File: src/hdl/axi_pkg.sv
// Bus and memory definitions for the single-beat 64-bit AXI link.
// Only valid, ready, address, data and strobe exist on the link.
// The memory decodes address bits 10:3; higher bits alias.
package axi_pkg;

    // ======================================================================
    // bus widths
    // ======================================================================
    localparam int unsigned ADDR_W = 32;
    localparam int unsigned DATA_W = 64;
    localparam int unsigned STRB_W = DATA_W / 8;

    // two 32-bit lanes per beat
    localparam int unsigned LANE_W = DATA_W / 2;

    // ======================================================================
    // on-chip memory
    // ======================================================================
    localparam int unsigned SRAM_WORDS = 256;
    localparam int unsigned SRAM_IDX_W = $clog2(SRAM_WORDS);

    // first address bit above the byte offset within a beat
    localparam int unsigned WORD_LSB = $clog2(STRB_W);

    // one beat, seen as lanes by the load path and as bytes by the memory
    typedef union packed {
        logic [1:0][LANE_W-1:0] lanes;
        logic [STRB_W-1:0][7:0] bytes;
    } bus_word_u;

endpackage

File: src/hdl/lsu_pkg.sv
// Load/store request definitions shared by the unit, the top level and the bench.
// Only the five RV32 load forms and one masked word store are encoded.
// Misaligned requests are not detected here or anywhere downstream.
package lsu_pkg;

    // ======================================================================
    // register file side
    // ======================================================================

    // destination register index
    localparam int unsigned REG_ADDR_W = 5;

    // register and request data width
    localparam int unsigned REG_DATA_W = 32;

    // byte enables for one register word
    localparam int unsigned REG_STRB_W = REG_DATA_W / 8;

    // tag handed back with a load result
    localparam int unsigned COMMIT_ID_W = 3;

    // ======================================================================
    // operation encoding
    // ======================================================================
    typedef enum logic [2:0] {
        OP_LB    = 3'd0,
        OP_LH    = 3'd1,
        OP_LW    = 3'd2,
        OP_LBU   = 3'd3,
        OP_LHU   = 3'd4,
        OP_STORE = 3'd5
    } mem_op_e;

endpackage

File: src/hdl/lsu_lane_align.sv
// Lane placement between the 32-bit request side and the 64-bit bus.
// Store data must already sit at its byte position inside the word.
// The read side is purely combinational on the captured operation and offset.
module lsu_lane_align (
    // write side
    input  logic [axi_pkg::ADDR_W-1:0]       mem_addr_i,
    input  logic [lsu_pkg::REG_DATA_W-1:0]   mem_wdata_i,
    input  logic [lsu_pkg::REG_STRB_W-1:0]   mem_wmask_i,
    output logic [axi_pkg::DATA_W-1:0]       w_data_o,
    output logic [axi_pkg::STRB_W-1:0]       w_strb_o,

    // read side
    input  lsu_pkg::mem_op_e                 rd_op_i,
    input  logic [2:0]                       rd_offset_i,
    input  logic [axi_pkg::DATA_W-1:0]       r_data_i,
    output logic [lsu_pkg::REG_DATA_W-1:0]   load_data_o
);

    axi_pkg::bus_word_u r_word;
    logic [lsu_pkg::REG_DATA_W-1:0] lane;
    logic [7:0] byte_sel;
    logic [15:0] half_sel;

    // ======================================================================
    // write lane placement
    // ======================================================================

    // same word on both lanes, strobes pick the one that lands
    assign w_data_o = {mem_wdata_i, mem_wdata_i};

    assign w_strb_o = mem_addr_i[2] ? {mem_wmask_i, {lsu_pkg::REG_STRB_W{1'b0}}}
                                    : {{lsu_pkg::REG_STRB_W{1'b0}}, mem_wmask_i};

    // ======================================================================
    // load extraction
    // ======================================================================
    assign r_word = r_data_i;

    // bit 2 of the offset chooses the upper lane
    assign lane = r_word.lanes[rd_offset_i[2]];

    assign byte_sel = lane[8 * rd_offset_i[1:0] +: 8];
    assign half_sel = rd_offset_i[1] ? lane[31:16] : lane[15:0];

    always_comb begin
        case (rd_op_i)
            lsu_pkg::OP_LB: begin
                load_data_o = {{24{byte_sel[7]}}, byte_sel};
            end
            lsu_pkg::OP_LBU: begin
                load_data_o = {24'h0, byte_sel};
            end
            lsu_pkg::OP_LH: begin
                load_data_o = {{16{half_sel[15]}}, half_sel};
            end
            lsu_pkg::OP_LHU: begin
                load_data_o = {16'h0, half_sel};
            end
            lsu_pkg::OP_LW: begin
                load_data_o = lane;
            end
            // stores never write back
            default: begin
                load_data_o = '0;
            end
        endcase
    end

endmodule

File: src/hdl/lsu_unit.sv
// Single-request load/store unit with a 64-bit single-beat AXI master.
// A request is taken only when idle and no interrupt is pending; others are dropped.
// One channel is driven at a time, so a load takes two cycles and a store three
// against a slave that is always ready.
module lsu_unit (
    input  logic                              clk,
    input  logic                              rst_n,

    input  logic                              int_assert_i,

    // request strobe, no back-pressure
    input  logic                              req_mem_i,
    input  lsu_pkg::mem_op_e                  mem_op_i,
    input  logic [lsu_pkg::REG_ADDR_W-1:0]    rd_addr_i,
    input  logic [axi_pkg::ADDR_W-1:0]        mem_addr_i,
    input  logic [lsu_pkg::REG_DATA_W-1:0]    mem_wdata_i,
    input  logic [lsu_pkg::REG_STRB_W-1:0]    mem_wmask_i,
    input  logic [lsu_pkg::COMMIT_ID_W-1:0]   commit_id_i,

    output logic                              mem_stall_o,

    // register writeback
    output logic                              reg_we_o,
    output logic [lsu_pkg::REG_ADDR_W-1:0]    reg_waddr_o,
    output logic [lsu_pkg::REG_DATA_W-1:0]    reg_wdata_o,
    output logic [lsu_pkg::COMMIT_ID_W-1:0]   commit_id_o,

    // AXI master
    output logic [axi_pkg::ADDR_W-1:0]        ar_addr_o,
    output logic                              ar_valid_o,
    input  logic                              ar_ready_i,
    input  logic [axi_pkg::DATA_W-1:0]        r_data_i,
    input  logic                              r_valid_i,
    output logic                              r_ready_o,
    output logic [axi_pkg::ADDR_W-1:0]        aw_addr_o,
    output logic                              aw_valid_o,
    input  logic                              aw_ready_i,
    output logic [axi_pkg::DATA_W-1:0]        w_data_o,
    output logic [axi_pkg::STRB_W-1:0]        w_strb_o,
    output logic                              w_valid_o,
    input  logic                              w_ready_i,
    input  logic                              b_valid_i,
    output logic                              b_ready_o
);

    typedef enum logic [2:0] {
        ST_IDLE,
        ST_RADDR,
        ST_RDATA,
        ST_WADDR,
        ST_WDATA,
        ST_WRESP
    } state_e;

    state_e state_q;
    state_e state_d;
    logic accept;

    // captured request
    lsu_pkg::mem_op_e op_q;
    logic [lsu_pkg::REG_ADDR_W-1:0] rd_q;
    logic [lsu_pkg::COMMIT_ID_W-1:0] commit_q;
    logic [2:0] offset_q;
    logic [axi_pkg::ADDR_W-1:0] addr_q;
    logic [lsu_pkg::REG_DATA_W-1:0] wdata_q;
    logic [lsu_pkg::REG_STRB_W-1:0] wmask_q;

    assign accept = (state_q == ST_IDLE) && req_mem_i && !int_assert_i;

    // ======================================================================
    // request capture
    // ======================================================================
    always_ff @(posedge clk) begin
        if (accept) begin
            op_q     <= mem_op_i;
            rd_q     <= rd_addr_i;
            commit_q <= commit_id_i;
            offset_q <= mem_addr_i[2:0];
            addr_q   <= {mem_addr_i[axi_pkg::ADDR_W-1:2], 2'b00};
            // store data held so the w beat sees a stable word
            wdata_q  <= mem_wdata_i;
            wmask_q  <= mem_wmask_i;
        end
    end

    // ======================================================================
    // AXI master FSM
    // ======================================================================
    always_ff @(posedge clk or negedge rst_n) begin
        if (!rst_n) begin
            state_q <= ST_IDLE;
        end else begin
            state_q <= state_d;
        end
    end

    always_comb begin
        state_d = state_q;
        case (state_q)
            ST_IDLE: begin
                if (accept) begin
                    state_d = (mem_op_i == lsu_pkg::OP_STORE) ? ST_WADDR : ST_RADDR;
                end
            end
            ST_RADDR: if (ar_ready_i) state_d = ST_RDATA;
            ST_RDATA: if (r_valid_i)  state_d = ST_IDLE;
            ST_WADDR: if (aw_ready_i) state_d = ST_WDATA;
            ST_WDATA: if (w_ready_i)  state_d = ST_WRESP;
            ST_WRESP: if (b_valid_i)  state_d = ST_IDLE;
            default:  state_d = ST_IDLE;
        endcase
    end

    // channel controls follow the state directly
    assign ar_valid_o = (state_q == ST_RADDR);
    assign r_ready_o  = (state_q == ST_RDATA);
    assign aw_valid_o = (state_q == ST_WADDR);
    assign w_valid_o  = (state_q == ST_WDATA);
    assign b_ready_o  = (state_q == ST_WRESP);

    assign ar_addr_o = addr_q;
    assign aw_addr_o = addr_q;

    lsu_lane_align u_align (
        .mem_addr_i  (addr_q),
        .mem_wdata_i (wdata_q),
        .mem_wmask_i (wmask_q),
        .w_data_o    (w_data_o),
        .w_strb_o    (w_strb_o),
        .rd_op_i     (op_q),
        .rd_offset_i (offset_q),
        .r_data_i    (r_data_i),
        .load_data_o (reg_wdata_o)
    );

    // ======================================================================
    // outputs
    // ======================================================================
    assign mem_stall_o = (state_q != ST_IDLE);

    // one-cycle writeback on the r handshake
    assign reg_we_o    = r_valid_i && r_ready_o;
    assign reg_waddr_o = rd_q;
    assign commit_id_o = commit_q;

endmodule
File: config.mk
export PLATFORM = sky130hd
export DESIGN_NAME = lsu_unit
export DESIGN_NICKNAME = d
export VERILOG_FILES = /design/src/hdl/axi_pkg.sv /design/src/hdl/lsu_pkg.sv /design/src/hdl/lsu_lane_align.sv /design/src/hdl/lsu_unit.sv
export SDC_FILE = /design/constraint.sdc
export NUM_CORES = 1
export LEC_CHECK = 0
export BUFFER_PORTS_ARGS = -buffer_cell sky130_fd_sc_hd__buf_4
export CAP_MARGIN = 20
export CORE_ASPECT_RATIO = 0.6
export CORE_MARGIN = 8
export CORE_UTILIZATION = 30
export CTS_BUF_LIST = sky130_fd_sc_hd__clkbuf_4 sky130_fd_sc_hd__clkbuf_8 sky130_fd_sc_hd__clkbuf_16
export DETAILED_ROUTE_END_ITERATION = 8
export PLACE_DENSITY = 0.7
export SYNTH_ARGS = -nofsm -noshare
export SYNTH_HDL_FRONTEND = slang
export SYNTH_SLANG_ARGS = --single-unit
File: constraint.sdc
create_clock -name clk -period 8 [get_ports clk]
set_input_delay 1.2 -clock clk [delete_from_list [all_inputs] [get_ports clk]]
set_output_delay 1.2 -clock clk [all_outputs]
set_load 0.02 [all_outputs]
==> results.json, run 1 <==
{
  "grt_max_degree": 73,
  "postCtsHoldBufs": 0,
  "start_util_pct": 30.8,
  "required_ns": 6.80,
  "antenna_cells": 0,
  "cts_made_buffers": 9,
  "ir_worst_vdd_uv": 160,
  "worstSetupStartpointType": "flip-flop",
  "worstRegToRegCells": 3,
  "cts_max_path_buffers": 2,
  "max_cap_violations": 0,
  "drt_iter0_markers": 298,
  "gp_congestion": 0.890,
  "ys_ff_latch": 82,
  "numClockSinks": 82,
  "route.detailed.drc": 0,
  "postSynthCellCount": 323,
  "synth_area_sq_um": 4460,
  "ctsHtreeMaxLevel": 3,
  "leakagePower_nw": 3.06,
  "fp.dieH_um": 110,
  "yosysSeqAreaShare_pct": 54.9,
  "drive_above_1_share_pct": 64.0,
  "fin_setup_tns_ns": 0,
  "hold_start": "state_q[1]$_DFFE_PN0P_",
  "crit_fanout": 58,
  "finalSetupViolCount": 0,
  "final_hold_viol_count": 0,
  "postCtsSetupBuffers": 0,
  "hold_depth": 1,
  "holdPathEnd": "state_q[0]$_DFFE_PN0P_",
  "layout.cells.most_common": "buf_4",
  "clk_latency_ns": 0.33,
  "critical_path_class": "flip-flop to output port",
  "fin_skew_ns": 0.00956,
  "hold_path.class": "flip-flop to flip-flop",
  "fillers": 1320,
  "dp_hpwl_um": 13900,
  "rsz0062_at_grt": "false",
  "drt_first_pass_iters": 7,
  "syn_avg_cell_area_sq_um": 13.8,
  "fp.dieW_um": 173,
  "antenna_left": 0,
  "wire_per_inst_um": 21.2,
  "clkTransAtPathRegs_ns": 0.06,
  "vias": 3706,
  "endpoint_kind": "output port",
  "slew_headroom_pct": 35.7,
  "r2r-end": "ar_addr_o[15]$_DFFE_PP_",
  "final-max-slew-violation-count": 0,
  "period_minus_slack_ns": 4.21,
  "dp_slack_ns": 3.99,
  "antenna_found_initial": 0,
  "synth_top_flop_cell": "edfxtp_1",
  "status": "completed",
  "fin_crit_sh_pct": 52.6,
  "port_buffers": 330,
  "layout_setup_ws_ns": 3.79,
  "wl_um": 16600,
  "rows": 34,
  "fmax_mhz": 237,
  "async_flop_share_pct": 3.66,
  "ctsResizeCount": 0,
  "ff2ff_setup_slack_ns": 5.31,
  "ys_warn_count": 0,
  "cellPowerDensity_nw_per_um2": 235,
  "dieArea_sq_um": 19200,
  "r2r-start": "state_q[0]$_DFFE_PN0P_",
  "grt_usage_pct": 16.2,
  "area_growth_pct": 55.0,
  "ioPinCount": 335,
  "synth_cell_types": 42,
  "core_area_sq_um": 14500,
  "fin_nets": 733,
  "cts-root-buf": "clkbuf_16",
  "synth_edf_count": 79,
  "grt_pass1_wl_um": 24500,
  "cts_tree": "yes",
  "first_global_vias": 3790,
  "worst_slew_pin_slew_ns": 0.960,
  "critPathArrivalTime_ns": 3.01,
  "overflow": 0,
  "drt-vias-per-instance": 4.73,
  "final_cell_mix": "buf_4, edfxtp_1, mux2i_1, o22ai_1"
}
[critical path: stages (launching register included)]
cell      delay, ns
edfxtp_1       0.32
buf_4          0.66
mux4_1         0.78
a32oi_1        0.47
o221ai_1       0.23
buf_4          0.21
[report_power, final]
part	leakage (nW)	internal, mW	switching (mW)
clock network	0.144	0.245	0.171
registers	0.763	0.546	0.0521
logic	2.16	0.273	0.342
[synth_stat cells, types with 3 or more instances]
cell / n / area, sq um
a221o_1: 5 / 50.1
a32oi_1: 3 / 26.3
and2_1: 5 / 31.3
buf_4: 71 / 533
clkbuf_1: 12 / 45.0
dfrtp_1: 3 / 75.1
edfxtp_1: 79 / 2370
inv_1: 9 / 33.8
mux2_2: 11 / 124
mux2i_1: 23 / 230
mux4_1: 5 / 131
mux4_2: 11 / 248
nand2_1: 7 / 26.3
nand2b_1: 3 / 18.8
nand3_1: 6 / 30.0
nor2_1: 5 / 18.8
nor2b_1: 6 / 37.5
nor3b_1: 7 / 52.6
o211ai_1: 5 / 37.5
o221ai_1: 5 / 43.8
o22ai_1: 16 / 100
[per-stage QoR]
| stage | std cells | instance area [sq um] | hold WS, ns | total power, mW | utilization, % |
|---|---|---|---|---|---|
| final | 784 | 6920 | 0.636 | 1.63 | 47.7 |
| after global routing | 784 | 6920 | 0.633 | 1.70 | 47.7 |
| after CTS | 784 | 6920 | 0.636 | 1.65 | 47.7 |
| after detailed placement | 768 | 6620 | 0.636 | 1.23 | 45.6 |
| after global placement | 768 | 6620 | 0.617 | 1.21 | 45.6 |
| after floorplan | 326 | 4470 | 0.605 | 0.983 | - |
[logic make-up after synthesis]
family	Yosys count	synth area share (%)
compound gates	41	6.95
simple gates	49	6.42
other cells	1	0.0840
xor+xnor	2	0.393
buf+inv	97	14.4
mux	51	16.9
flops	82	54.9
[state kept, by name (all words and copies together), names as in the netlist]
name	cells
op_q	3
reg_waddr_o	5
wmask_q	4
ar_addr_o	30
offset_q	2
commit_id_o	3
wdata_q	32
state_q	3
[area by class of cell]
cell class              instances  area [sq um]  area share, %
repair buffers                332          2490           36.0
flip-flops and latches         82          2450           35.4
multi-input cells             147          1400           20.2
well taps                     198           248           3.58
clock buffers                   9           225           3.26
clock inverters                 7          76.3           1.10
inverters                       9          33.8          0.488
[worst max path at each step]
stage | from | endpoint | cells after the start
final | ar_addr_o[2]$_DFFE_PP_ | reg_wdata_o[13] | 5
after global routing | ar_addr_o[2]$_DFFE_PP_ | reg_wdata_o[19] | 5
after CTS | ar_addr_o[2]$_DFFE_PP_ | reg_wdata_o[11] | 5
after detailed placement | r_data_i[47] | reg_wdata_o[11] | 5
after global placement | r_data_i[47] | reg_wdata_o[12] | 5
after floorplan | int_assert_i | ar_addr_o[10]$_DFFE_PP_ | 2
[routing by layer]
metal,vias up,GRT usage (%),wire length [um]
li1,1683,-,-
met1,1812,19.8,6750
met2,196,27.5,8230
met3,15,5.31,1460
met4,0,3.15,154
met5,-,0,0
Power figures use the tool's default switching activity.
==> inputs of run 2 (changes only) <==
- ABC_AREA: unset -> 1
- PLACE_DENSITY: 0.7 -> 0.71
- clock period: 8 -> 3.6 ns (I/O delays scaled with it)
==> run 2 against run 1 <==
  * Clock power increased by 110%
  * Sequential share of layout area decreased by 0.86 points
  * Cell count up 28%
  * Hold slack got worse by 0.25 ns
  * Utilization down 1.3 points
  * Wire length grew 3.1%
  * Sequential power grew 120%
  * Via count rose by 20%
  * Synthesized cell count increased by 66%
  * Critical path depth up 5
  * Global-route usage shrank 0.33 points
  * Critical path type unchanged
==> results.json, run 2 <==
{
  "core_area_sq_um": 15300,
  "start_util_pct": 30.6,
  "fin_total_pwr_mw": 3.58,
  "yosysTopAreaCell": "edfxtp_1",
  "r2r-start": "state_q[1]$_DFFE_PN0P_",
  "synth_top_flop_cell": "edfxtp_1",
  "netSwitchingFraction_pct": 37.3,
  "antenna_cells": 0,
  "ctsHtreeMaxLevel": 3,
  "p_seq_share_pct": 36.2,
  "slew_headroom_pct": 45.7,
  "ys_ff_latch": 82,
  "synth-simple-area-share_pct": 25.9,
  "synthAdderAreaFrac_pct": 0,
  "critical_path_class": "flip-flop to output port",
  "ys_top_cells_by_count": "nand2_1, edfxtp_1, buf_4",
  "fillers": 1504,
  "status": "completed",
  "layoutNonFillerInstCount": 1006,
  "first_global_vias": 4352,
  "yosys-mux-area-fraction_pct": 0,
  "power_frac_comb_pct": 39.3,
  "grt_usage_pct": 15.9,
  "vias": 4442,
  "dp_cells": 989,
  "postSynthCellCount": 535,
  "layout.cells.most_common": "buf_4",
  "area_growth_pct": 51.6,
  "async_flop_share_pct": 3.66,
  "hold_path.class": "input port to flip-flop",
  "ys_warn_count": 0,
  "syn_avg_cell_area_sq_um": 8.74,
  "clkTransAtPathRegs_ns": 0.07,
  "rsz0062_at_grt": "false",
  "drt_iter0_markers": 439,
  "dieArea_sq_um": 20000,
  "numClockSinks": 82,
  "synthTopCellsByArea": "edfxtp_1, nand2_1, buf_4, inv_1, nand3_1",
  "synth_cell_types": 26,
  "synth-xor-area-share_pct": 0,
  "clk_latency_ns": 0.33,
  "synth_top_area_share_pct": 50.7,
  "wire_per_inst_um": 17.0,
  "antenna_found_initial": 0,
  "worstSetupStartpointType": "flip-flop",
  "dp_hpwl_um": 14100,
  "cts_tree": "yes",
  "fin_nets": 950,
  "ir_worst_vdd_uv": 275,
  "final_hold_viol_count": 0,
  "wl_um": 17100,
  "hold_start": "mem_addr_i[26]",
  "largest_reg_flops": 32,
  "final-max-slew-violation-count": 0,
  "final_cell_mix": "buf_4, nand2_1, edfxtp_1, inv_1, nand3_1",
  "synth_area_sq_um": 4680,
  "overflow": 0,
  "route.detailed.drc": 0,
  "multi_input_area_sq_um": 1420,
  "fp.dieH_um": 113,
  "drt-vias-per-instance": 4.42,
  "crit_fanout": 32,
  "whs_ns": 0.382,
  "synth.most_common_cell": "nand2_1",
  "finalSetupViolCount": 0,
  "switchingPower_mw": 1.34,
  "ioPinCount": 335,
  "fin_skew_ns": 0.0113,
  "cts_max_path_buffers": 2,
  "drt_first_pass_iters": 5,
  "synth_top_family_by_area": "simple AND/OR/NAND/NOR gates",
  "fp.dieW_um": 177,
  "yosysSeqAreaShare_pct": 52.3,
  "critPathArrivalTime_ns": 2.41,
  "critical_path.startpoint": "ar_addr_o[2]$_DFFE_PP_",
  "regArea_sq_um": 2450,
  "required_ns": 3.06,
  "drive_above_1_share_pct": 46.5,
  "cts_made_buffers": 9,
  "cellPowerDensity_nw_per_um2": 505,
  "fin_util_pct": 46.4,
  "worst_slew_pin_slew_ns": 0.814,
  "synth_edf_count": 79,
  "fmax_mhz": 339,
  "fin_setup_tns_ns": 0,
  "grt_max_degree": 77,
  "cts-root-buf": "clkbuf_16",
  "synth_compound_area_share_pct": 3.91,
  "port_buffers": 330,
  "antenna_left": 0,
  "p_int_mw": 2.24,
  "endpoint_kind": "output port",
  "grt_pass1_wl_um": 24900,
  "gp_congestion": 0.869,
  "period_minus_slack_ns": 2.95,
  "max_cap_violations": 0,
  "fin_crit_sh_pct": 81.9,
  "pwr-share-clk_pct": 24.5,
  "leakagePower_nw": 3.68,
  "rows": 35,
  "top_register": "wdata_q"
}
## run 2: cell types whose count changed in the layout (fill, tap and decap cells not counted), moves of 9 or more
| cell | before | now |
|---|---|---|
| nand2_1 | 7 | 217 |
| inv_1 | 9 | 40 |
| a21oi_1 | 1 | 29 |
| nand3_1 | 6 | 30 |
| mux2i_1 | 23 | 0 |
| o22ai_1 | 16 | 0 |
| nand2_2 | 0 | 12 |
| mux2_2 | 11 | 0 |
| mux4_2 | 11 | 0 |
| nor2_1 | 5 | 14 |
## run 2: cells by family (layout without fill, tap and decap cells)
| group | Yosys count | in the layout |
|---|---|---|
| flops | 82 | 82 |
| simple gates | 289 | 289 |
| buf+inv | 128 | 393 |
| other cells | 1 | 4 |
| compound gates | 35 | 35 |
## run 2: power groups by stage
| stage | Sequential, mW | Combinational, mW | Clock (mW) |
|---|---|---|---|
| after floorplan | 1.40 | 0.775 | 0 |
| after global placement | 1.31 | 1.41 | 0 |
| after detailed placement | 1.31 | 1.42 | 0 |
| after CTS | 1.30 | 1.42 | 0.907 |
| after global routing | 1.31 | 1.52 | 0.947 |
| final | 1.30 | 1.41 | 0.878 |
## run 2: what timing repair did
action | in CTS | in global routing
endpoints found under the setup margin | 0 | 0
buffers inserted | 0 | 0
hold buffers | 1 | 0
gates resized for setup | 0 | 0
endpoints found under the hold margin | 3 | 0
## run 2: layout make-up
class | instances | share of cell area (%)
well taps | 203 | 3.58
clock buffers | 9 | 3.18
flip-flops and latches | 82 | 34.5
repair buffers | 334 | 35.6
multi-input cells | 328 | 20.0
clock inverters | 7 | 0.847
inverters | 43 | 2.28
## run 2: worst paths after layout
kind | end | slack, ns | depth (start not counted)
max | reg_wdata_o[27] | 0.65 | 10
min reg2reg | state_q[0]$_DFFE_PN0P_ | 0.61 | 2
min in group asynchronous | state_q[2]$_DFFE_PN0P_ | 0.56 | 2
min | ar_addr_o[26]$_DFFE_PP_ | 0.38 | 1
max in group asynchronous | state_q[0]$_DFFE_PN0P_ | 2.95 | 2
max reg2reg | wmask_q[3]$_DFFE_PP_ | 1.71 | 4
## run 2: per-layer routing
metal,track usage [%],vias up,part of all wire (%)
li1,-,2170,-
met1,20.2,2038,41
met2,25.6,227,47
met3,6.35,7,12
met4,2.01,0,0.27
met5,0,-,0
## run 2: worst max-delay path, stage by stage (launching register included)
cell and delay [ns]:
edfxtp_1 0.40, inv_2 0.53, nand2_1 0.14, nand2_1 0.09
nand2_1 0.05, nand2_1 0.08, nand2_1 0.07, nand2_2 0.08
nand2_2 0.28, nand2_1 0.19, buf_4 0.16
## run 2: per-stage QoR
step | area [sq um] | setup slack, ns
after floorplan | 4690 | 0.222
after global placement | 6790 | 1.06
after detailed placement | 6790 | 0.998
after CTS | 7090 | 0.635
after global routing | 7090 | 0.426
final | 7090 | 0.652
